$ cat config.mk
export PLATFORM = sky130hd
export DESIGN_NAME = tdmr_pipeline_top
export DESIGN_NICKNAME = d
export VERILOG_FILES = /design/src/dp_pkg.sv /design/src/tdmr_pkg.sv /design/src/mix_stage.sv /design/src/tdmr_pipeline_top.sv /design/src/time_dmr_end.sv /design/src/time_dmr_start.sv
export VERILOG_INCLUDE_DIRS = /design/src
export SDC_FILE = /design/constraint.sdc
export NUM_CORES = 1
export LEC_CHECK = 0
export ABC_CLOCK_PERIOD_IN_PS = 3700
export BUFFER_PORTS_ARGS = -buffer_cell sky130_fd_sc_hd__buf_2
export CAP_MARGIN = 25
export CORE_ASPECT_RATIO = 1.25
export CORE_MARGIN = 2
export CORE_UTILIZATION = 55
export CTS_BUF_LIST = sky130_fd_sc_hd__clkbuf_8 sky130_fd_sc_hd__clkbuf_16
export DETAILED_ROUTE_END_ITERATION = 10
export MAX_ROUTING_LAYER = met4
export PLACE_DENSITY_LB_ADDON = 0.12
export SETUP_SLACK_MARGIN = 0.2
export SLEW_MARGIN = 10
export SYNTH_ARGS = -nofsm -noshare
export SYNTH_HDL_FRONTEND = slang
export SYNTH_SLANG_ARGS = --single-unit
$ cat constraint.sdc
create_clock -name clk_i -period 3.7 [get_ports clk_i]
set_input_delay 0.74 -clock clk_i [delete_from_list [all_inputs] [get_ports clk_i]]
set_output_delay 0.74 -clock clk_i [all_outputs]
set_load 0.05 [all_outputs]
$ cat src/voters.svh
`ifndef VOTERS_SVH
`define VOTERS_SVH

// Bitwise majority of three copies, written back into three voted copies
`define VOTE3TO3(in_a, out_a) \
    out_a[0] = (in_a[0] & in_a[1]) | (in_a[1] & in_a[2]) | (in_a[0] & in_a[2]); \
    out_a[1] = (in_a[0] & in_a[1]) | (in_a[1] & in_a[2]) | (in_a[0] & in_a[2]); \
    out_a[2] = (in_a[0] & in_a[1]) | (in_a[1] & in_a[2]) | (in_a[0] & in_a[2])

// Same vote for enum copies, the result is cast back to the enum type
`define VOTE3TO3ENUM(in_a, out_a, enum_t) \
    out_a[0] = enum_t'((in_a[0] & in_a[1]) | (in_a[1] & in_a[2]) | (in_a[0] & in_a[2])); \
    out_a[1] = enum_t'((in_a[0] & in_a[1]) | (in_a[1] & in_a[2]) | (in_a[0] & in_a[2])); \
    out_a[2] = enum_t'((in_a[0] & in_a[1]) | (in_a[1] & in_a[2]) | (in_a[0] & in_a[2]))

// Three copies down to one voted value
`define VOTE3TO1(in_a, out_s) \
    out_s = (in_a[0] & in_a[1]) | (in_a[1] & in_a[2]) | (in_a[0] & in_a[2])

`endif
$ cat src/dp_pkg.sv
package dp_pkg;

    // Width of one datapath word
    localparam int unsigned DATA_W = 16;

    // Length of the mix stage chain
    localparam int unsigned NUM_STAGES = 4;

    // Rotate-left amount, same for every stage
    localparam int unsigned ROT_AMT = 3;

    // One additive key per stage, index is the stage position
    localparam logic [DATA_W-1:0] STAGE_KEY [NUM_STAGES] = '{
        16'h3a5c,
        16'h91e7,
        16'h0f2d,
        16'hc4b8
    };

endpackage

$ cat src/tdmr_pkg.sv
package tdmr_pkg;

    // Width of the sequence ID attached to every copy
    // Two bits are plenty for an in-order datapath
    localparam int unsigned ID_SIZE = 2;

    // Replicator states
    // STORE_AND_SEND  idle, first copy goes out straight from the input
    // SEND            first copy is held in the store until downstream takes it
    // REPLICATE       second copy goes out from the store
    typedef enum logic [1:0] {
        STORE_AND_SEND = 2'd0,
        SEND           = 2'd1,
        REPLICATE      = 2'd2
    } tdmr_state_e;

endpackage

$ cat src/mix_stage.sv
`timescale 1ns/1ps

module mix_stage #(
    parameter int unsigned STAGE_IDX = 0
) (
    input  logic                         clk_i,
    input  logic                         rst_ni,
    input  logic                         inject_i,
    input  logic [dp_pkg::DATA_W-1:0]    data_i,
    input  logic [tdmr_pkg::ID_SIZE-1:0] id_i,
    input  logic                         valid_i,
    output logic                         ready_o,
    output logic [dp_pkg::DATA_W-1:0]    data_o,
    output logic [tdmr_pkg::ID_SIZE-1:0] id_o,
    output logic                         valid_o,
    input  logic                         ready_i
);
    import tdmr_pkg::*;
    import dp_pkg::*;

    logic [DATA_W-1:0]  rot_data;
    logic [DATA_W-1:0]  mix_data;
    logic [DATA_W-1:0]  data_q;
    logic [ID_SIZE-1:0] id_q;
    logic               valid_q;
    logic               accept;

    // Rotate left, then add the stage key modulo 2^DATA_W
    assign rot_data = {data_i[DATA_W-1-ROT_AMT:0], data_i[DATA_W-1:DATA_W-ROT_AMT]};
    // Injected fault flips bit 0 of the result
    assign mix_data = (rot_data + STAGE_KEY[STAGE_IDX]) ^ {{(DATA_W-1){1'b0}}, inject_i};

    // Room when empty or when the held word leaves this cycle
    assign ready_o = !valid_q || ready_i;
    assign accept  = valid_i && ready_o;

    always_ff @(posedge clk_i or negedge rst_ni) begin
        if (!rst_ni) begin
            valid_q <= 1'b0;
        end else if (accept) begin
            valid_q <= 1'b1;
        end else if (ready_i) begin
            valid_q <= 1'b0;
        end
    end

    always_ff @(posedge clk_i) begin
        if (accept) begin
            data_q <= mix_data;
            id_q   <= id_i;
        end
    end

    assign data_o  = data_q;
    assign id_o    = id_q;
    assign valid_o = valid_q;

endmodule

$ cat src/tdmr_pipeline_top.sv
`timescale 1ns/1ps

module tdmr_pipeline_top (
    input  logic                         clk_i,
    input  logic                         rst_ni,
    input  logic                         enable_i,
    input  logic                         inject_i,
    input  logic [dp_pkg::DATA_W-1:0]    in_data_i,
    input  logic                         in_valid_i,
    output logic                         in_ready_o,
    output logic [dp_pkg::DATA_W-1:0]    out_data_o,
    output logic [tdmr_pkg::ID_SIZE-1:0] out_id_o,
    output logic                         out_valid_o,
    output logic                         out_fault_o,
    input  logic                         out_ready_i
);
    import tdmr_pkg::*;
    import dp_pkg::*;

    // Link k feeds stage k, the last link feeds the comparator
    logic [DATA_W-1:0]  lnk_data  [NUM_STAGES+1];
    logic [ID_SIZE-1:0] lnk_id    [NUM_STAGES+1];
    logic               lnk_valid [NUM_STAGES+1];
    logic               lnk_ready [NUM_STAGES+1];

    time_dmr_start u_start (
        .clk_i    (clk_i),
        .rst_ni   (rst_ni),
        .enable_i (enable_i),
        .data_i   (in_data_i),
        .valid_i  (in_valid_i),
        .ready_o  (in_ready_o),
        .data_o   (lnk_data[0]),
        .id_o     (lnk_id[0]),
        .valid_o  (lnk_valid[0]),
        .ready_i  (lnk_ready[0])
    );

    for (genvar k = 0; k < NUM_STAGES; k++) begin : g_stage
        // Fault injection reaches the first stage only
        mix_stage #(
            .STAGE_IDX (k)
        ) u_stage (
            .clk_i    (clk_i),
            .rst_ni   (rst_ni),
            .inject_i ((k == 0) ? inject_i : 1'b0),
            .data_i   (lnk_data[k]),
            .id_i     (lnk_id[k]),
            .valid_i  (lnk_valid[k]),
            .ready_o  (lnk_ready[k]),
            .data_o   (lnk_data[k+1]),
            .id_o     (lnk_id[k+1]),
            .valid_o  (lnk_valid[k+1]),
            .ready_i  (lnk_ready[k+1])
        );
    end

    time_dmr_end u_end (
        .clk_i    (clk_i),
        .rst_ni   (rst_ni),
        .enable_i (enable_i),
        .data_i   (lnk_data[NUM_STAGES]),
        .id_i     (lnk_id[NUM_STAGES]),
        .valid_i  (lnk_valid[NUM_STAGES]),
        .ready_o  (lnk_ready[NUM_STAGES]),
        .data_o   (out_data_o),
        .id_o     (out_id_o),
        .valid_o  (out_valid_o),
        .fault_o  (out_fault_o),
        .ready_i  (out_ready_i)
    );

endmodule

$ cat src/time_dmr_end.sv
`timescale 1ns/1ps

module time_dmr_end (
    input  logic                         clk_i,
    input  logic                         rst_ni,
    input  logic                         enable_i,
    input  logic [dp_pkg::DATA_W-1:0]    data_i,
    input  logic [tdmr_pkg::ID_SIZE-1:0] id_i,
    input  logic                         valid_i,
    output logic                         ready_o,
    output logic [dp_pkg::DATA_W-1:0]    data_o,
    output logic [tdmr_pkg::ID_SIZE-1:0] id_o,
    output logic                         valid_o,
    output logic                         fault_o,
    input  logic                         ready_i
);
    import tdmr_pkg::*;
    import dp_pkg::*;

    // First copy of the pair
    logic [DATA_W-1:0]  first_data_q;
    logic [ID_SIZE-1:0] first_id_q;
    logic               first_vld_q;

    // Result register
    logic [DATA_W-1:0]  out_data_q;
    logic [ID_SIZE-1:0] out_id_q;
    logic               out_vld_q;
    logic               out_fault_q;

    logic               is_second;
    logic               emit;
    logic               out_free;
    logic               accept;
    logic               load_first;
    logic               load_out;

    // A copy whose ID matches the stored one completes the pair
    // Otherwise it replaces the stored copy and pairing starts again
    assign is_second = first_vld_q && (id_i == first_id_q);
    // Without replication every word goes straight to the result register
    assign emit      = !enable_i || is_second;
    assign out_free  = !out_vld_q || ready_i;

    // A first copy is always taken, a result only when the output has room
    assign ready_o    = !emit || out_free;
    assign accept     = valid_i && ready_o;
    assign load_first = accept && !emit;
    assign load_out   = accept && emit;

    always_ff @(posedge clk_i or negedge rst_ni) begin
        if (!rst_ni) begin
            first_vld_q <= 1'b0;
            out_vld_q   <= 1'b0;
            out_fault_q <= 1'b0;
        end else begin
            if (load_first) begin
                first_vld_q <= 1'b1;
            end else if (load_out) begin
                first_vld_q <= 1'b0;
            end
            if (load_out) begin
                out_vld_q   <= 1'b1;
                out_fault_q <= enable_i && (data_i != first_data_q);
            end else if (ready_i) begin
                // Fault drops together with valid once the result is taken
                out_vld_q   <= 1'b0;
                out_fault_q <= 1'b0;
            end
        end
    end

    always_ff @(posedge clk_i) begin
        if (load_first) begin
            first_data_q <= data_i;
            first_id_q   <= id_i;
        end
        if (load_out) begin
            out_data_q <= data_i;
            out_id_q   <= id_i;
        end
    end

    assign data_o  = out_data_q;
    assign id_o    = out_id_q;
    assign valid_o = out_vld_q;
    assign fault_o = out_fault_q;

endmodule

$ cat src/time_dmr_start.sv
`timescale 1ns/1ps
`include "voters.svh"

module time_dmr_start (
    input  logic                         clk_i,
    input  logic                         rst_ni,
    input  logic                         enable_i,
    input  logic [dp_pkg::DATA_W-1:0]    data_i,
    input  logic                         valid_i,
    output logic                         ready_o,
    output logic [dp_pkg::DATA_W-1:0]    data_o,
    output logic [tdmr_pkg::ID_SIZE-1:0] id_o,
    output logic                         valid_o,
    input  logic                         ready_i
);
    import tdmr_pkg::*;
    import dp_pkg::*;

    // Three copies of every state element
    tdmr_state_e        state_v [3];
    tdmr_state_e        state_d [3];
    tdmr_state_e        state_q [3];
    logic [DATA_W-1:0]  data_d  [3];
    logic [DATA_W-1:0]  data_q  [3];
    logic [ID_SIZE-1:0] id_v    [3];
    logic [ID_SIZE-1:0] id_d    [3];
    logic [ID_SIZE-1:0] id_q    [3];
    logic [1:0]         state_vote;

    // Next state, computed separately for each copy
    for (genvar r = 0; r < 3; r++) begin : g_copy
        always_comb begin
            state_v[r] = state_q[r];
            data_d[r]  = data_q[r];
            id_v[r]    = id_q[r];
            case (state_q[r])
                STORE_AND_SEND: begin
                    // Idle state always takes a new word and keeps a copy of it
                    if (valid_i) begin
                        data_d[r] = data_i;
                        id_v[r]   = id_q[r] + 1'b1;
                        if (!ready_i) begin
                            state_v[r] = SEND;
                        end else if (enable_i) begin
                            state_v[r] = REPLICATE;
                        end
                    end
                end
                SEND: begin
                    if (ready_i) begin
                        if (enable_i) begin
                            state_v[r] = REPLICATE;
                        end else begin
                            state_v[r] = STORE_AND_SEND;
                        end
                    end
                end
                REPLICATE: begin
                    if (ready_i) begin
                        state_v[r] = STORE_AND_SEND;
                    end
                end
                default: begin
                    state_v[r] = STORE_AND_SEND;
                end
            endcase
        end
    end

    // Majority vote before the values are stored
    always_comb begin
        `VOTE3TO3ENUM(state_v, state_d, tdmr_state_e);
        `VOTE3TO3(id_v, id_d);
    end

    always_ff @(posedge clk_i or negedge rst_ni) begin
        if (!rst_ni) begin
            state_q <= '{default: STORE_AND_SEND};
            id_q    <= '{default: '0};
        end else begin
            state_q <= state_d;
            id_q    <= id_d;
        end
    end

    // Stored word, no reset needed
    always_ff @(posedge clk_i) begin
        data_q <= data_d;
    end

    // Handshake outputs follow the voted current state
    always_comb begin
        `VOTE3TO1(state_q, state_vote);
        valid_o = 1'b0;
        ready_o = 1'b0;
        case (state_vote)
            STORE_AND_SEND: begin
                valid_o = valid_i;
                ready_o = 1'b1;
            end
            SEND, REPLICATE: begin
                valid_o = 1'b1;
                ready_o = 1'b0;
            end
            default: begin
                valid_o = 1'b0;
                ready_o = 1'b0;
            end
        endcase
        // First copy passes straight through data_d, later copies come from the store
        `VOTE3TO1(data_d, data_o);
        `VOTE3TO1(id_v, id_o);
    end

endmodule

==> impl_metrics.tcl, run 1 <==
set metrics [dict create \
    outcome "complete, no violations" \
    rsz0062_at_grt "false" \
    layout_setup_ws_ns 0.800 \
    nets 635 \
    core-area_mm2 0.0121 \
    vias 4007 \
    grt_max_degree 36 \
    crit_type "reg -> reg" \
    finalCritPeriodShare_pct 78.4 \
    finalSetupTns_ns 0 \
    ant_nets 0 \
    syn-cell-area_mm2 0.00678 \
    rrSetupSlack_ns 0.80 \
    vias_per_cell 5.12 \
    clock-sinks 167 \
    synth_top_cell_area_share_pct 47.8 \
    final_cell_mix "nand2_1 (127), edfxtp_1 (108), dfxtp_1 (48)" \
    synth_edf_count 108 \
    cp_max_fo 21 \
    numCtsBuffers 17 \
    ios 43 \
    p_leak_nw 3.17 \
    async_reset_ff_share_pct 6.59 \
    wirelength_mm 10.4 \
    min_path_type "in -> async" \
    yosysSeqAreaShare_pct 66.1 \
    yosys_warnings 0 \
    overflow 0 \
    crit_arrival_ns 3.07 \
    fin_hold_ws_ns 0.185 \
    drt_iter0_drc 139 \
    clk_path_buf_depth 2 \
    cts_root_buf "clkbuf_16" \
    cts_hold_buf 0 \
    postPlaceCellArea_mm2 0.00719 \
    critPathLaunch "u_start.state_q[4]" \
    slowest_delay_ns 0.49 \
    path_cells "inv_1, ha_1, and2_4, o31ai_1, inv_1, ha_1, o311ai_4, a21boi_1, or3_4, nand2_1, xor2_1" \
    initial_core_util_pct 56.0 \
    grt_usage_pct 17.7 \
    wire_per_inst_um 13.3 \
    final_common_cell "nand2_1" \
    r2r_end "g_stage[0].u_stage.data_o[14]" \
    die_x_um 103 \
    fin_crit_ns 2.90 \
    crit_slowest_cell "o31ai_1" \
    drv_cap 0 \
    final_area_mm2 0.00775 \
    finalWeightedCongestion 0.850 \
    antenna_found_initial 0 \
    regToRegStartpoint "u_start.state_q[4]" \
    antenna-diode-count 0 \
    syn_nets 575 \
    synth_cell_types 54 \
    cts_max_level 4 \
    report.final.setup_viol 0 \
    cts_setup_buffers 0 \
    grt_pass1_wl_mm 17.4 \
    drive_above_1_share_pct 16.3 \
    syn_area_per_cell_um2 12.4 \
    drt_drc_violations_left 0 \
    rows 45 \
    syn_inst 545 \
    grt_pass1_vias 3893 \
    rr_worst_depth 11 \
    area_growth_syn_to_layout_pct 14.4 \
    clk_pin_slew_ns 0.07 \
    synth-main-ff-cell "edfxtp_1" \
    peakVddDrop_uv 499 \
    synth.area.top_cells "edfxtp_1 (48%), dfxtp_1 (14%), nand2_1 (7.0%)" \
    fillers 911 \
    worst_pin_slew_ns 0.870 \
    cts_tree "done" \
    end_kind "flop" \
    fp.dieArea_mm2 0.0132 \
    hold_viol_final 0 \
    drv_slew 0 \
    synth_top_area_cell "edfxtp_1" \
    post_cts_resize_count 0 \
    slew_headroom_pct 42.0 \
    max_freq_mhz 345 \
    first_pass_iters 5 \
    post-place-ws_ns 0.565 \
    fin_util_pct 64.1 \
    critPathLaunchType "flop" \
    dieHeight_um 128 \
    cp.required_ns 3.87 \
    hpwl_mm 7.61 \
    powerDensity_mw_per_mm2 1050 \
    synth-seq-cells 167 \
    clk_latency_ns 0.42 \
    io_buffers 42 \
    fin_skew_ns 0.00971 \
]
## logic make-up after synthesis
group	Yosys count	synth area share [%]
compound gates	78	8.88
flops	167	66.1
fa+ha+maj	8	1.48
xor+xnor	71	9.17
buf+inv	23	1.79
simple gates	198	12.6
## power breakdown
| group | switching [mW] | internal [mW] |
|---|---|---|
| registers | 0.590 | 3.32 |
| clock network | 0.754 | 0.908 |
| logic | 1.58 | 0.986 |
| total | 2.92 | 5.22 |
## through the flow
step / power, mW / cells
global placement: 6.41 / 750
detailed placement: 6.54 / 750
finish: 8.14 / 782
global route: 8.69 / 782
floorplan: 5.90 / 545
CTS: 8.22 / 782
## flip-flops by register name, indices dropped and copies added (netlist names), 2 cells and up
register                 cells
g_stage.u_stage.data_o      64
g_stage.u_stage.valid_o      4
u_start.id_q                 2
u_end.first_data_q          16
u_end.first_id_q             2
u_start.data_q              48
u_end.data_o                16
u_end.id_o                   2
u_start.state_q              2
g_stage.u_stage.id_o         8
## synth_stat cells, types with 5 or more instances
| library cell | number |
|---|---|
| nand2_1 | 127 |
| edfxtp_1 | 108 |
| dfxtp_1 | 48 |
| xor2_1 | 40 |
| xnor2_1 | 31 |
| nor2_1 | 25 |
| a21oi_1 | 23 |
| o21ai_0 | 18 |
| inv_1 | 14 |
| nand3_1 | 13 |
| dfrtp_1 | 11 |
| ha_1 | 8 |
| nand2b_1 | 7 |
| nor4_1 | 6 |
| clkbuf_1 | 5 |
## how the worst max path moves through the flow
| stage | slack [ns] | to | cells past startpoint |
|---|---|---|---|
| floorplan | 0.39 | g_stage[0].u_stage.data_o[0] | 7 |
| global placement | 0.64 | g_stage[0].u_stage.data_o[14] | 10 |
| detailed placement | 0.57 | g_stage[0].u_stage.data_o[14] | 10 |
| CTS | 0.81 | g_stage[0].u_stage.data_o[14] | 11 |
| global route | 0.60 | g_stage[0].u_stage.data_o[14] | 11 |
| finish | 0.80 | g_stage[0].u_stage.data_o[14] | 11 |
## routing by layer
| metal | up-vias | part of all wire, % | global-route usage, % |
|---|---|---|---|
| met3 | 8 | 2.7 | 5.13 |
| li1 | 2034 | - | - |
| met1 | 1901 | 38 | 17.6 |
| met4 | 0 | 1.4 | 7.74 |
| met2 | 64 | 58 | 31.6 |
| met5 | - | 0 | - |
## area by class of cell
class / count / area [um2] / share of cell area [%]
clock buffer: 18 / 439 / 5.66
clock inverter: 14 / 124 / 1.60
inverter: 14 / 52.6 / 0.678
multi-input combinational: 355 / 2180 / 28.2
sequential: 167 / 4480 / 57.8
tap: 164 / 205 / 2.65
timing repair buffer: 50 / 270 / 3.48
## critical path: cells and delay by family (launching register included)
kind                       cells  cell delay [ns]
AOI/OAI and AO/OA              3             0.70
xor gates and xnor gates       1             0.06
adders and majority gates      2             0.50
buffers and inverters          2             0.18
DFF                            1             0.43
and+or+nand+nor                3             0.79
(Power assumes the default switching activity.)
==> run 2: changes to the inputs <==
--- a/config.mk
+++ b/config.mk
@@ -6,7 +6,7 @@
 export SDC_FILE = /design/constraint.sdc
 export NUM_CORES = 1
 export LEC_CHECK = 0
-export ABC_CLOCK_PERIOD_IN_PS = 3700
+export ABC_CLOCK_PERIOD_IN_PS = 2700
 export BUFFER_PORTS_ARGS = -buffer_cell sky130_fd_sc_hd__buf_2
 export CAP_MARGIN = 25
 export CORE_ASPECT_RATIO = 1.25
==> constraint.sdc (replaced) <==
create_clock -name clk_i -period 2.7 [get_ports clk_i]
set_input_delay 0.54 -clock clk_i [delete_from_list [all_inputs] [get_ports clk_i]]
set_output_delay 0.54 -clock clk_i [all_outputs]
set_load 0.05 [all_outputs]
==> impl_metrics.tcl, run 2 (synthesized netlist as in run 1, its figures left out) <==
set metrics [dict create \
    slew_headroom_pct 61.0 \
    hold_viol_final 0 \
    io_buffers 42 \
    peakVddDrop_uv 770 \
    hpwl_mm 8.02 \
    finalWeightedCongestion 0.824 \
    finalPower_mw 11.6 \
    finalSetupTns_ns 0 \
    first_pass_iters 5 \
    wirelength_mm 11.1 \
    fin_crit_ns 2.37 \
    cts_max_level 4 \
    cp_max_fo 10 \
    swShare_pct 34.4 \
    crit_type "reg -> reg" \
    grt_max_degree 27 \
    grt_pass1_wl_mm 18.2 \
    drt_iter0_drc 145 \
    seqPwrFrac_pct 46.4 \
    fin_skew_ns 0.00819 \
    ant_nets 0 \
    rsz0062_at_grt "false" \
    initial_core_util_pct 56.0 \
    drt_drc_violations_left 0 \
    area_growth_syn_to_layout_pct 18.1 \
    p_leak_nw 3.30 \
    max_freq_mhz 423 \
    pwr-share-comb_pct 32.1 \
    antenna-diode-count 0 \
    wire_per_inst_um 13.9 \
    critPathLaunchType "flop" \
    cts_root_buf "clkbuf_16" \
    drv_cap 0 \
    numCtsBuffers 17 \
    worst_pin_slew_ns 0.580 \
    drv_slew 0 \
    drive_above_1_share_pct 18.3 \
    report.final.setup_viol 0 \
    end_kind "flop" \
    final_common_cell "nand2_1" \
    fillers 860 \
    fp.dieArea_mm2 0.0132 \
    clock-sinks 167 \
    grt_usage_pct 18.5 \
    dieHeight_um 128 \
    powerDensity_mw_per_mm2 1450 \
    clk_pin_slew_ns 0.06 \
    finalCritPeriodShare_pct 87.6 \
    cts_tree "done" \
    core-area_mm2 0.0121 \
    antenna_found_initial 0 \
    vias_per_cell 5.16 \
    overflow 0 \
    clk_path_buf_depth 2 \
    final_cell_mix "nand2_1 (127), edfxtp_1 (108), dfxtp_1 (48)" \
    grt_pass1_vias 4073 \
    p_clk_share_pct 21.5 \
    p_int_mw 7.60 \
    vias 4110 \
    ios 43 \
    min_path_type "in -> reg" \
    clk_latency_ns 0.41 \
    nets 650 \
    p_sw_mw 3.98 \
    rows 45 \
    outcome "complete, no violations" \
    largest_reg_flops 64 \
    die_x_um 103 \
    cp.required_ns 2.85 \
    crit_arrival_ns 2.52 \
]
==> run 2: critical path: stages (launching register included) <==
cell,delay (ns)
dfrtp_1,0.36
inv_1,0.08
ha_4,0.20
and2_4,0.20
o31ai_4,0.25
inv_1,0.10
ha_2,0.21
o311ai_4,0.07
a21boi_2,0.10
or3_4,0.38
nand2_1,0.09
xor2_1,0.06
==> run 2: metal layers <==
metal	wire, um	track usage [%]	vias up	part of all wire [%]
li1	-	-	2065	-
met1	4220	18.3	1935	38
met2	6350	34.3	88	57
met3	297	4.03	22	2.7
met4	242	7.59	0	2.2
met5	0	-	-	0
==> run 2: final cells by class <==
type / instances / area, um2 / share of cell area, %
inverter: 14 / 52.6 / 0.656
tap: 164 / 205 / 2.56
timing repair buffer: 65 / 398 / 4.97
clock inverter: 9 / 82.6 / 1.03
sequential: 167 / 4480 / 56.0
clock buffer: 23 / 564 / 7.05
multi-input combinational: 355 / 2220 / 27.8
==> run 2: path summary, 6_finish.rpt <==
kind,start,to,slack [ns],cells past startpoint
max,u_start.state_q[4],g_stage[0].u_stage.data_o[14],0.33,11
min,in_data_i[12],u_start.data_q[28],0.38,3
max reg2reg,u_start.state_q[4],g_stage[0].u_stage.data_o[14],0.33,11
min reg2reg,g_stage[2].u_stage.data_o[14],g_stage[3].u_stage.data_o[1],0.41,0
max in group asynchronous,rst_ni,u_end.first_vld_q,1.96,2
min in group asynchronous,rst_ni,g_stage[0].u_stage.valid_o,0.53,2
==> run 2: metrics by stage <==
stage	instances	worst slack, ns	instance area, um2	hold WS (ns)	util (%)
2_1_floorplan	545	0.202	6820	0.244	-
3_3_place_gp	756	0.220	7270	0.402	60.0
3_5_place_dp	756	0.174	7270	0.405	60.0
4_1_cts	795	0.250	7980	0.367	65.9
5_1_grt	797	0.215	8010	0.391	66.1
6_report	797	0.334	8010	0.376	66.1
==> run 2: what timing repair did <==
item	4_1_cts	5_1_grt
setup buffers	6	2
pin swaps	1	1
setup endpoints to repair	2	3
endpoints found under the hold margin	11	0
hold buffers	1	0
gates resized for setup	0	1
==> run 2: power groups by stage <==
stage	clock network, mW	logic, mW	registers [mW]
global route	2.65	4.15	5.54
floorplan	0	2.49	5.64
global placement	0	3.55	5.34
detailed placement	0	3.64	5.43
CTS	2.54	3.72	5.39
finish	2.49	3.72	5.38
